### config.mk
export PLATFORM = sky130hd
export DESIGN_NAME = decode_unit
export DESIGN_NICKNAME = d
export VERILOG_FILES = /design/src/verilog/isa_pkg.sv /design/src/verilog/uop_pkg.sv /design/src/verilog/opcode_decoder.sv /design/src/verilog/func_decoder.sv /design/src/verilog/imm_gen.sv /design/src/verilog/decode_stage_reg.sv /design/src/verilog/decode_unit.sv
export VERILOG_INCLUDE_DIRS = /design/src /design/src/include
export SDC_FILE = /design/constraint.sdc
export NUM_CORES = 1
export LEC_CHECK = 0
export ABC_AREA = 1
export BUFFER_PORTS_ARGS = -buffer_cell sky130_fd_sc_hd__buf_2
export CORE_AREA = 2 2 109 111
export DETAILED_ROUTE_END_ITERATION = 8
export DIE_AREA = 0 0 111 113
export GPL_ROUTABILITY_DRIVEN = 0
export PLACE_DENSITY = 0.75
export SLEW_MARGIN = 20
export SYNTH_ARGS = -nofsm -noshare
export SYNTH_HDL_FRONTEND = slang
export SYNTH_SLANG_ARGS = --single-unit
### constraint.sdc
create_clock -name clk -period 9.88 [get_ports clk]
set_input_delay 2.47 -clock clk [delete_from_list [all_inputs] [get_ports clk]]
set_output_delay 2.47 -clock clk [all_outputs]
set_load 0.05 [all_outputs]
### src/include/decode_params.svh
`ifndef DECODE_PARAMS_SVH
`define DECODE_PARAMS_SVH

// Datapath and immediate width
`define XLEN 32

`define NUM_WARPS 4
`define NW_WIDTH 2

// Thread mask width
`define NUM_THREADS 4

`define UUID_WIDTH 8

`define NR_BITS 5
`define CSR_ADDR_BITS 12

`endif

### src/verilog/isa_pkg.sv
package isa_pkg;

    // RV32 base opcodes plus the custom-0 warp-control space
    typedef enum logic [6:0] {
        OP     = 7'b0110011,
        OP_IMM = 7'b0010011,
        LUI    = 7'b0110111,
        AUIPC  = 7'b0010111,
        JAL    = 7'b1101111,
        JALR   = 7'b1100111,
        BRANCH = 7'b1100011,
        LOAD   = 7'b0000011,
        STORE  = 7'b0100011,
        FENCE  = 7'b0001111,
        SYSTEM = 7'b1110011,
        EXT1   = 7'b0001011
    } opcode_e;

    typedef struct packed {
        logic [6:0] func7;
        logic [4:0] rs2;
        logic [4:0] rs1;
        logic [2:0] func3;
        logic [4:0] rd;
        opcode_e    opcode;
    } r_view_t;

    typedef struct packed {
        logic [11:0] imm12;
        logic [4:0]  rs1;
        logic [2:0]  func3;
        logic [4:0]  rd;
        opcode_e     opcode;
    } i_view_t;

    // One 32-bit word seen as register fields or with a 12-bit immediate on top
    typedef union packed {
        r_view_t r_view;
        i_view_t i_view;
    } instr_u;

endpackage

### src/verilog/uop_pkg.sv
`include "decode_params.svh"

package uop_pkg;

    typedef logic [3:0] op_type_t;
    typedef logic [2:0] op_mod_t;

    typedef enum logic [1:0] {
        EX_NONE = 2'd0, // illegal instruction
        EX_ALU  = 2'd1,
        EX_LSU  = 2'd2,
        EX_SFU  = 2'd3
    } ex_type_e;

    typedef enum logic [3:0] {
        CLS_NONE, CLS_ALU_R, CLS_ALU_I, CLS_LUI, CLS_AUIPC, CLS_JAL, CLS_JALR,
        CLS_BRANCH, CLS_LOAD, CLS_STORE, CLS_FENCE, CLS_SYS, CLS_CSR, CLS_WCTL
    } op_class_e;

    typedef enum logic [3:0] {
        IMM_NONE, IMM_I, IMM_I_SH, IMM_S, IMM_B, IMM_U, IMM_J, IMM_CSR, IMM_CONST4
    } imm_fmt_e;

    typedef enum logic [3:0] {
        ALU_ADD, ALU_SUB, ALU_SLL, ALU_SLT, ALU_SLTU, ALU_XOR,
        ALU_SRL, ALU_SRA, ALU_OR, ALU_AND, ALU_LUI, ALU_AUIPC
    } alu_op_e;

    typedef enum logic [3:0] {
        BR_EQ   = 4'b0000, BR_NE   = 4'b0010, BR_LTU  = 4'b0100, BR_GEU = 4'b0110,
        BR_LT   = 4'b0101, BR_GE   = 4'b0111, BR_JAL  = 4'b1000, BR_JALR = 4'b1001,
        BR_ECALL = 4'b1010, BR_EBREAK = 4'b1011, BR_URET = 4'b1100,
        BR_SRET = 4'b1101, BR_MRET = 4'b1110
    } br_op_e;

    typedef enum logic [3:0] {
        M_MUL, M_MULH, M_MULHSU, M_MULHU, M_DIV, M_DIVU, M_REM, M_REMU
    } m_op_e;

    typedef enum logic [3:0] {
        SFU_TMC, SFU_WSPAWN, SFU_SPLIT, SFU_JOIN, SFU_BAR, SFU_PRED,
        SFU_CSRRW, SFU_CSRRS, SFU_CSRRC
    } sfu_op_e;

    // Loads are {0, func3}, stores {1, func3}
    localparam op_type_t LSU_FENCE = 4'hf;

    localparam op_mod_t MOD_BR = 3'b001;
    localparam op_mod_t MOD_M  = 3'b010;

    typedef struct packed {
        logic [`UUID_WIDTH-1:0]  uuid;
        logic [`NW_WIDTH-1:0]    wid;
        logic [`NUM_THREADS-1:0] tmask;
        logic [`XLEN-1:0]        pc;
        logic [31:0]             instr;
    } fetch_req_t;

    typedef struct packed {
        logic [`UUID_WIDTH-1:0]  uuid;
        logic [`NW_WIDTH-1:0]    wid;
        logic [`NUM_THREADS-1:0] tmask;
        logic [`XLEN-1:0]        pc;
        ex_type_e                ex_type;
        op_type_t                op_type;
        op_mod_t                 op_mod;
        logic                    use_pc;
        logic [`XLEN-1:0]        imm;
        logic                    use_imm;
        logic                    wb;
        logic [`NR_BITS-1:0]     rd;
        logic [`NR_BITS-1:0]     rs1;
        logic [`NR_BITS-1:0]     rs2;
        logic [`NR_BITS-1:0]     rs3;
    } uop_t;

    typedef struct packed {
        logic [`NW_WIDTH-1:0] wid;
        logic                 is_wstall;
    } sched_note_t;

endpackage

### src/verilog/opcode_decoder.sv
`timescale 1ns/1ps
`include "decode_params.svh"

module opcode_decoder
    import isa_pkg::*;
    import uop_pkg::*;
(
    input  instr_u              instr,
    output ex_type_e            ex_type,
    output op_class_e           op_class,
    output imm_fmt_e            imm_fmt,
    output logic                use_pc,
    output logic                use_imm,
    output logic                wb,
    output logic [`NR_BITS-1:0] rd,
    output logic [`NR_BITS-1:0] rs1,
    output logic [`NR_BITS-1:0] rs2,
    output logic [`NR_BITS-1:0] rs3,
    output logic                is_wstall
);

    logic       use_rd;
    logic       use_rs1;
    logic       use_rs2;
    logic [2:0] func3;
    logic [6:0] func7;

    assign func3 = instr.r_view.func3;
    assign func7 = instr.r_view.func7;

    always_comb begin
        ex_type   = EX_NONE;
        op_class  = CLS_NONE;
        imm_fmt   = IMM_NONE;
        use_pc    = 1'b0;
        use_imm   = 1'b0;
        use_rd    = 1'b0;
        use_rs1   = 1'b0;
        use_rs2   = 1'b0;
        is_wstall = 1'b0;

        case (instr.r_view.opcode)
            OP: begin
                ex_type  = EX_ALU;
                op_class = CLS_ALU_R; // M ops resolved by func7[0] downstream
                use_rd   = 1'b1;
                use_rs1  = 1'b1;
                use_rs2  = 1'b1;
            end
            OP_IMM: begin
                ex_type  = EX_ALU;
                op_class = CLS_ALU_I;
                imm_fmt  = (func3[1:0] == 2'b01) ? IMM_I_SH : IMM_I; // slli/srli/srai
                use_imm  = 1'b1;
                use_rd   = 1'b1;
                use_rs1  = 1'b1;
            end
            LUI, AUIPC: begin
                ex_type  = EX_ALU;
                op_class = (instr.r_view.opcode == LUI) ? CLS_LUI : CLS_AUIPC;
                imm_fmt  = IMM_U;
                use_imm  = 1'b1;
                use_pc   = (instr.r_view.opcode == AUIPC);
                use_rd   = 1'b1;
            end
            JAL: begin
                ex_type   = EX_ALU;
                op_class  = CLS_JAL;
                imm_fmt   = IMM_J;
                use_imm   = 1'b1;
                use_pc    = 1'b1;
                use_rd    = 1'b1;
                is_wstall = 1'b1;
            end
            JALR: begin
                ex_type   = EX_ALU;
                op_class  = CLS_JALR;
                imm_fmt   = IMM_I;
                use_imm   = 1'b1;
                use_rd    = 1'b1;
                use_rs1   = 1'b1;
                is_wstall = 1'b1;
            end
            BRANCH: begin
                ex_type   = EX_ALU;
                op_class  = CLS_BRANCH;
                imm_fmt   = IMM_B;
                use_imm   = 1'b1;
                use_pc    = 1'b1;
                use_rs1   = 1'b1;
                use_rs2   = 1'b1;
                is_wstall = 1'b1;
            end
            LOAD: begin
                ex_type  = EX_LSU;
                op_class = CLS_LOAD;
                imm_fmt  = IMM_I;
                use_imm  = 1'b1;
                use_rd   = 1'b1;
                use_rs1  = 1'b1;
            end
            STORE: begin
                ex_type  = EX_LSU;
                op_class = CLS_STORE;
                imm_fmt  = IMM_S;
                use_imm  = 1'b1;
                use_rs1  = 1'b1;
                use_rs2  = 1'b1;
            end
            FENCE: begin
                ex_type  = EX_LSU;
                op_class = CLS_FENCE;
            end
            SYSTEM: begin
                use_rd    = 1'b1;
                is_wstall = 1'b1;
                if (func3[1:0] != 2'b00) begin
                    ex_type  = EX_SFU;
                    op_class = CLS_CSR;
                    imm_fmt  = IMM_CSR;
                    use_imm  = func3[2];
                    use_rs1  = ~func3[2]; // csrr*i take zimm instead of rs1
                end else begin
                    // ecall/ebreak/xret resolved as a branch-type ALU op
                    ex_type  = EX_ALU;
                    op_class = CLS_SYS;
                    imm_fmt  = IMM_CONST4;
                    use_imm  = 1'b1;
                    use_pc   = 1'b1;
                end
            end
            EXT1: begin
                if (func7 == 7'h00 && func3 <= 3'h5) begin
                    ex_type   = EX_SFU;
                    op_class  = CLS_WCTL;
                    is_wstall = 1'b1;
                    use_rs1   = 1'b1;
                    use_rs2   = (func3 == 3'h1) || (func3 == 3'h4) || (func3 == 3'h5);
                    use_rd    = (func3 == 3'h2); // split returns the old mask
                end
            end
            default: ;
        endcase
    end

    assign rd  = use_rd ? instr.r_view.rd : '0;
    assign rs1 = use_rs1 ? instr.r_view.rs1 : '0;
    assign rs2 = use_rs2 ? instr.r_view.rs2 : '0;
    assign rs3 = '0; // no three-source ops in this subset
    assign wb  = use_rd && (instr.r_view.rd != '0);

endmodule

### src/verilog/func_decoder.sv
`timescale 1ns/1ps

module func_decoder
    import isa_pkg::*;
    import uop_pkg::*;
(
    input  instr_u    instr,
    input  op_class_e op_class,
    output op_type_t  op_type,
    output op_mod_t   op_mod
);

    logic [2:0] func3;
    logic [6:0] func7;
    alu_op_e    alu_op;
    br_op_e     br_op;
    br_op_e     sys_op;
    m_op_e      m_op;
    sfu_op_e    csr_op;
    sfu_op_e    wctl_op;

    assign func3 = instr.i_view.func3;
    assign func7 = instr.r_view.func7;

    always_comb begin
        case (func3)
            3'h0: alu_op = (op_class == CLS_ALU_R && func7[5]) ? ALU_SUB : ALU_ADD;
            3'h1: alu_op = ALU_SLL;
            3'h2: alu_op = ALU_SLT;
            3'h3: alu_op = ALU_SLTU;
            3'h4: alu_op = ALU_XOR;
            3'h5: alu_op = func7[5] ? ALU_SRA : ALU_SRL; // imm[10] for srai
            3'h6: alu_op = ALU_OR;
            default: alu_op = ALU_AND;
        endcase
    end

    always_comb begin
        case (func3)
            3'h1: br_op = BR_NE;
            3'h4: br_op = BR_LT;
            3'h5: br_op = BR_GE;
            3'h6: br_op = BR_LTU;
            3'h7: br_op = BR_GEU;
            default: br_op = BR_EQ;
        endcase
    end

    always_comb begin
        case (instr.i_view.imm12)
            12'h001: sys_op = BR_EBREAK;
            12'h002: sys_op = BR_URET;
            12'h102: sys_op = BR_SRET;
            12'h302: sys_op = BR_MRET;
            default: sys_op = BR_ECALL;
        endcase
    end

    // func3 order matches mul..remu directly
    assign m_op = m_op_e'({1'b0, func3});

    always_comb begin
        case (func3[1:0])
            2'b10: csr_op = SFU_CSRRS;
            2'b11: csr_op = SFU_CSRRC;
            default: csr_op = SFU_CSRRW;
        endcase
    end

    always_comb begin
        case (func3)
            3'h1: wctl_op = SFU_WSPAWN;
            3'h2: wctl_op = SFU_SPLIT;
            3'h3: wctl_op = SFU_JOIN;
            3'h4: wctl_op = SFU_BAR;
            3'h5: wctl_op = SFU_PRED;
            default: wctl_op = SFU_TMC;
        endcase
    end

    always_comb begin
        op_type = '0;
        op_mod  = '0;
        case (op_class)
            CLS_ALU_R: begin
                if (func7[0]) begin
                    op_type = m_op;
                    op_mod  = MOD_M;
                end else begin
                    op_type = alu_op;
                end
            end
            CLS_ALU_I: op_type = alu_op;
            CLS_LUI:   op_type = ALU_LUI;
            CLS_AUIPC: op_type = ALU_AUIPC;
            CLS_JAL: begin
                op_type = BR_JAL;
                op_mod  = MOD_BR;
            end
            CLS_JALR: begin
                op_type = BR_JALR;
                op_mod  = MOD_BR;
            end
            CLS_BRANCH: begin
                op_type = br_op;
                op_mod  = MOD_BR;
            end
            CLS_SYS: begin
                op_type = sys_op;
                op_mod  = MOD_BR;
            end
            CLS_LOAD:  op_type = {1'b0, func3};
            CLS_STORE: op_type = {1'b1, func3};
            CLS_FENCE: op_type = LSU_FENCE;
            CLS_CSR:   op_type = csr_op;
            CLS_WCTL:  op_type = wctl_op;
            default: ;
        endcase
    end

endmodule

### src/verilog/imm_gen.sv
`timescale 1ns/1ps
`include "decode_params.svh"

module imm_gen
    import isa_pkg::*;
    import uop_pkg::*;
(
    input  instr_u           instr,
    input  imm_fmt_e         imm_fmt,
    output logic [`XLEN-1:0] imm
);

    logic [31:0] w;
    logic [11:0] i_imm;
    logic [11:0] s_imm;
    logic [12:0] b_imm;
    logic [20:0] j_imm;

    assign w     = instr;
    assign i_imm = instr.i_view.imm12;
    assign s_imm = {instr.r_view.func7, instr.r_view.rd};
    assign b_imm = {w[31], w[7], w[30:25], w[11:8], 1'b0};
    assign j_imm = {w[31], w[19:12], w[20], w[30:21], 1'b0};

    always_comb begin
        case (imm_fmt)
            IMM_I:    imm = {{(`XLEN-12){i_imm[11]}}, i_imm};
            IMM_I_SH: imm = {{(`XLEN-5){1'b0}}, instr.r_view.rs2}; // shamt
            IMM_S:    imm = {{(`XLEN-12){s_imm[11]}}, s_imm};
            IMM_B:    imm = {{(`XLEN-13){b_imm[12]}}, b_imm};
            IMM_U:    imm = {w[31:12], 12'h000};
            IMM_J:    imm = {{(`XLEN-21){j_imm[20]}}, j_imm};
            IMM_CSR: begin
                // zimm sits right above the CSR address
                imm = {{(`XLEN-`CSR_ADDR_BITS-5){1'b0}},
                       instr.i_view.func3[2] ? instr.i_view.rs1 : 5'd0,
                       i_imm[`CSR_ADDR_BITS-1:0]};
            end
            IMM_CONST4: imm = `XLEN'd4; // return address offset
            default:    imm = '0;
        endcase
    end

endmodule

### src/verilog/decode_stage_reg.sv
`timescale 1ns/1ps

module decode_stage_reg
    import uop_pkg::*;
(
    input  logic        clk,
    input  logic        rst,
    input  logic        fetch_valid,
    output logic        fetch_ready,
    input  uop_t        uop_in,
    input  logic        is_wstall,
    output logic        uop_valid,
    input  logic        uop_ready,
    output uop_t        uop,
    output logic        sched_valid,
    output sched_note_t sched_note
);

    logic full;
    logic fetch_fire;

    // Accept when empty or when the held uop leaves this cycle
    assign fetch_ready = ~full | uop_ready;
    assign fetch_fire  = fetch_valid & fetch_ready;

    always_ff @(posedge clk) begin
        if (rst) begin
            full <= 1'b0;
        end else if (fetch_ready) begin
            full <= fetch_valid;
        end
    end

    always_ff @(posedge clk) begin
        if (fetch_fire) begin
            uop <= uop_in;
        end
    end

    assign uop_valid = full;

    // Scheduler sees the stall hint in the accept cycle
    assign sched_valid          = fetch_fire;
    assign sched_note.wid       = uop_in.wid;
    assign sched_note.is_wstall = is_wstall;

endmodule

### src/verilog/decode_unit.sv
`timescale 1ns/1ps

module decode_unit
    import isa_pkg::*;
    import uop_pkg::*;
(
    input  logic        clk,
    input  logic        rst,
    input  logic        fetch_valid,
    output logic        fetch_ready,
    input  fetch_req_t  fetch_req,
    output logic        uop_valid,
    input  logic        uop_ready,
    output uop_t        uop,
    output logic        sched_valid,
    output sched_note_t sched_note
);

    instr_u    instr;
    ex_type_e  ex_type;
    op_class_e op_class;
    imm_fmt_e  imm_fmt;
    op_type_t  op_type;
    op_mod_t   op_mod;
    uop_t      dec;
    logic      is_wstall;

    assign instr = fetch_req.instr;

    opcode_decoder u_opcode_decoder (
        .instr     (instr),
        .ex_type   (ex_type),
        .op_class  (op_class),
        .imm_fmt   (imm_fmt),
        .use_pc    (dec.use_pc),
        .use_imm   (dec.use_imm),
        .wb        (dec.wb),
        .rd        (dec.rd),
        .rs1       (dec.rs1),
        .rs2       (dec.rs2),
        .rs3       (dec.rs3),
        .is_wstall (is_wstall)
    );

    func_decoder u_func_decoder (
        .instr    (instr),
        .op_class (op_class),
        .op_type  (op_type),
        .op_mod   (op_mod)
    );

    imm_gen u_imm_gen (
        .instr   (instr),
        .imm_fmt (imm_fmt),
        .imm     (dec.imm)
    );

    assign dec.uuid    = fetch_req.uuid;
    assign dec.wid     = fetch_req.wid;
    assign dec.tmask   = fetch_req.tmask;
    assign dec.pc      = fetch_req.pc;
    assign dec.ex_type = ex_type;
    assign dec.op_type = op_type;
    assign dec.op_mod  = op_mod;

    decode_stage_reg u_stage_reg (
        .clk         (clk),
        .rst         (rst),
        .fetch_valid (fetch_valid),
        .fetch_ready (fetch_ready),
        .uop_in      (dec),
        .is_wstall   (is_wstall),
        .uop_valid   (uop_valid),
        .uop_ready   (uop_ready),
        .uop         (uop),
        .sched_valid (sched_valid),
        .sched_note  (sched_note)
    );

endmodule

==> reports/qor.csv <==
stage,metric,value,unit
global_routing,global_route.usage.total,0.210,
cells_and_area,multi_input_area,1400,um2
synthesis,synthSimpleGateAreaFrac,0.211,
run,timing.max_cap.violations,0,
global_routing,grt_use_met1,0.266,
synthesis,synth_enable_flop_cells,104,
global_routing,grt-ovfl-total,0,
synthesis,postSynth.asyncResetShare,0,
placed_design,dpl-instance-area,5930,um2
synthesis,leading_cell_types_by_total_area_after_synthesis,"edfxtp_1 64%, nand2_1 8.3%, inv_1 4.6%",
critical_path,critPathArrivalTime,3990,ps
timing,maxClockFrequency,155,MHz
synthesis,top_reg_cell_synth,edfxtp_1,
die,fp.dieArea,12500,um2
placed_design,post-place-cells,797,
critical_path,r2r.worst_path.cells,3,
timing,finalClockSkew,6.08,ps
timing,setup_slack,3420,ps
synthesis,synth-adder-area-share,0.0102,
power_and_ir_drop,p_per_area,175,nW/um2
synthesis,synth-warning-count,0,
synthesis,syn_avg_cell_area,10.2,um2
timing,timing.final.max_slew_violations,0,
cells_and_area,regArea,3140,um2
critical_path,timing.rr.end,u_stage_reg.uop[33]$_DFFE_PP_,
global_routing,largest_net_degree_at_the_start_of_global_routing,71,
die,fp.dieW,111,um
routing,routed_wirelength,13400,um
timing,period_needed,6460,ps
cells_and_area,layout-drive-gt1-share,0.343,
clock_network,cts.clk_slew.worst_paths,70,ps
timing,grt_setup_unrepaired,no,
synthesis,synth_common_cells,"108 x nand2_1, 104 x edfxtp_1, 60 x inv_1, 45 x nor2_1, 44 x nand3_1",
die,design.portCount,198,
placed_design,post-place-ws,3450,ps
routing,drt_first_iter_violations,385,
timing,timing.setup.tns,0,ps
clock_network,clock_tree.htree_level_count,3,
synthesis,synth_compound_gate_area_share,0.0586,
cells_and_area,final_nets,751,
synthesis,synth_top_area_frac,0.639,
routing,routedWlPerCell,16.5,um
routing,final_antenna_net_count,0,
clock_network,cts_num_sinks,105,
run_status,outcome,finished clean,
clock_network,post_cts_buffers,0,
clock_network,cts-resized-gates,0,
timing,setup_violations,0,
cells_and_area,diodes,0,
placed_design,port_buffers,191,
power_and_ir_drop,ir_worst_vdd,0.0837,mV
synthesis,netlist_area,4890,um2
critical_path,timing.critical_path.max_delay_family,simple AND/OR/NAND/NOR gates,
routing,first_pass_iters,5,
critical_path,cp-start-kind,primary input,
routing,remaining_drc_errors,0,
global_routing,grt_first_pass_wirelength,20600,um
hold_path,hold_path.startpoint,u_stage_reg.uop_valid$_SDFFE_PP0N_,
clock_network,clock_insertion_delay_at_the_later_pin_of_the_skew_report,330,ps
critical_path,critPathMaxStageDelay,250,ps
synthesis,synth_most_common_cell,nand2_1,
routing,via_per_inst,5.11,
global_routing,grt.busiest_layer,met2,
critical_path,timing.critical_path.to_type,output pin,
global_routing,grt.met2_usage,0.358,
critical_path,critical_path_cell_count,9,
synthesis,syn-instance-count,477,
critical_path,worst-r2r-setup-slack,7750,ps
synthesis,synth_seq_area_share,0.643,
critical_path,cp_cell_sequence,buf_2 > ha_1 > or2_0 > nor2_1 > nand3_1 > nand2_1 > inv_1 > nand2_1 > buf_2,
die,floorplan.rows,39,
global_routing,gr-usage-met3,0.0487,
placed_design,dp_hpwl,10100,um
cells_and_area,area.growth.synth_to_final,27.8,%
clock_network,tritoncts.num_buffers,9,
critical_path,cp_slowest_cell,buf_2,
critical_path,critical_path_peak_fanout,13,
cells_and_area,finish.cell_count_without_fillers,813,
timing,final.period_utilization,0.654,
synthesis,synth_top_family_by_area,simple AND/OR/NAND/NOR gates,
global_routing,number_of_global_route_vias_before_repair,3903,
routing,routed-via-count,4153,
hold_path,holdPathStages,2,
hold_path,min_delay_worst_endpoint,u_stage_reg.uop_valid$_SDFFE_PP0N_,
critical_path,worst-path-buf-inv,3,
synthesis,synthDominantAreaCellType,edfxtp_1,
die,floorplan.initialDensity,0.433,
hold_path,hp_class,register to register,
timing,timing.slew.headroom,0.422,
critical_path,timing_worst_setup_path_type,primary input to output pin,
die,core_region_area,11300,um2
synthesis,synth-xor-area-share,0,
global_routing,grt_antenna_before_repair,0,
cells_and_area,final_core_util,0.554,
critical_path,worstReg2RegStart,u_stage_reg.uop_valid$_SDFFE_PP0N_,
power_and_ir_drop,power_leakage,3.03,nW
synthesis,synth_seq_cells,105,
die,floorplan.die.height,113,um
timing,timing_hold_violations_final,0,
synthesis,synth.mux.area_fraction,0,
clock_network,clock_root_cell,clkbuf_16,
clock_network,clockBufferDepth,2,
clock_network,clock_tree_from_tritoncts,yes,
critical_path,req_time_crit_path,7410,ps
cells_and_area,final_area,6240,um2
timing,tightest_slew,866,ps
clock_network,postCtsHoldBufs,0,
synthesis,synth_cell_type_count,30,
cells_and_area,fillers,998,
-- cells by family (layout without fill, tap and decap cells) --
family | count (synthesis) | after routing
other cells | 1 | 6
simple gates | 231 | 231
buf+inv | 83 | 271
fa+ha+maj | 4 | 4
flops | 105 | 105
compound gates | 53 | 53
-- placed cells by master, fill, tap and decap left out, drive strengths merged --
master	count
a21boi	4
a21oi	25
a22oi	1
and2	5
buf	193
bufinv	2
clkbuf	10
clkinv	1
clkinvlp	1
conb	6
dfxtp	1
edfxtp	104
ha	4
inv	64
nand2	112
nand3	45
nand4	8
nor2	51
nor3	8
nor4	1
o211ai	2
o21ai	21
or2	1
-- how the worst max path moves through the flow --
stage	from	end	slack [ps]
after floorplan	uop_ready	sched_valid	1510
after global placement	fetch_req[13]	sched_note[0]	3480
after detailed placement	fetch_req[13]	sched_note[0]	3450
after CTS	fetch_req[13]	sched_note[0]	3440
after global routing	fetch_req[13]	sched_note[0]	3190
final	fetch_req[13]	sched_note[0]	3420
-- worst min-delay path, cell delays in order, from the launching register on --
cell	delay, ps
dfxtp_1	350
nand2_1	90
a21oi_1	60
-- metrics by stage --
stage               total power (W)  hold WS (ps)
CTS                         0.00110           535
global route                0.00113           553
detailed placement         0.000723           525
floorplan                  0.000670          1080
global placement           0.000719           511
finish                      0.00109           534
-- state kept, by name, indices dropped and copies added, names as in the netlist --
signal,flops
u_stage_reg.uop,104
u_stage_reg.uop_valid,1
-- cell type report --
class	instances	share of cell area
Clock buffer	10	0.0367
Sequential cell	105	0.503
Multi-Input combinational cell	294	0.224
Timing Repair Buffer	193	0.155
Inverter	62	0.0373
Tap cell	143	0.0287
Clock inverter	6	0.0144
-- where the power goes --
| group | internal (W) | switching [W] | total (W) |
|---|---|---|---|
| Clock | 0.000224 | 0.000156 | 0.000380 |
| Sequential | 0.000519 | 0.00000670 | 0.000525 |
| Combinational | 0.0000369 | 0.000150 | 0.000187 |
-- routing by layer --
metal,part of all wire,wire [um]
met2,0.48,6480
met4,0.027,369
met1,0.40,5410
met3,0.087,1160
met5,0,0
(Power assumes the default switching activity.)
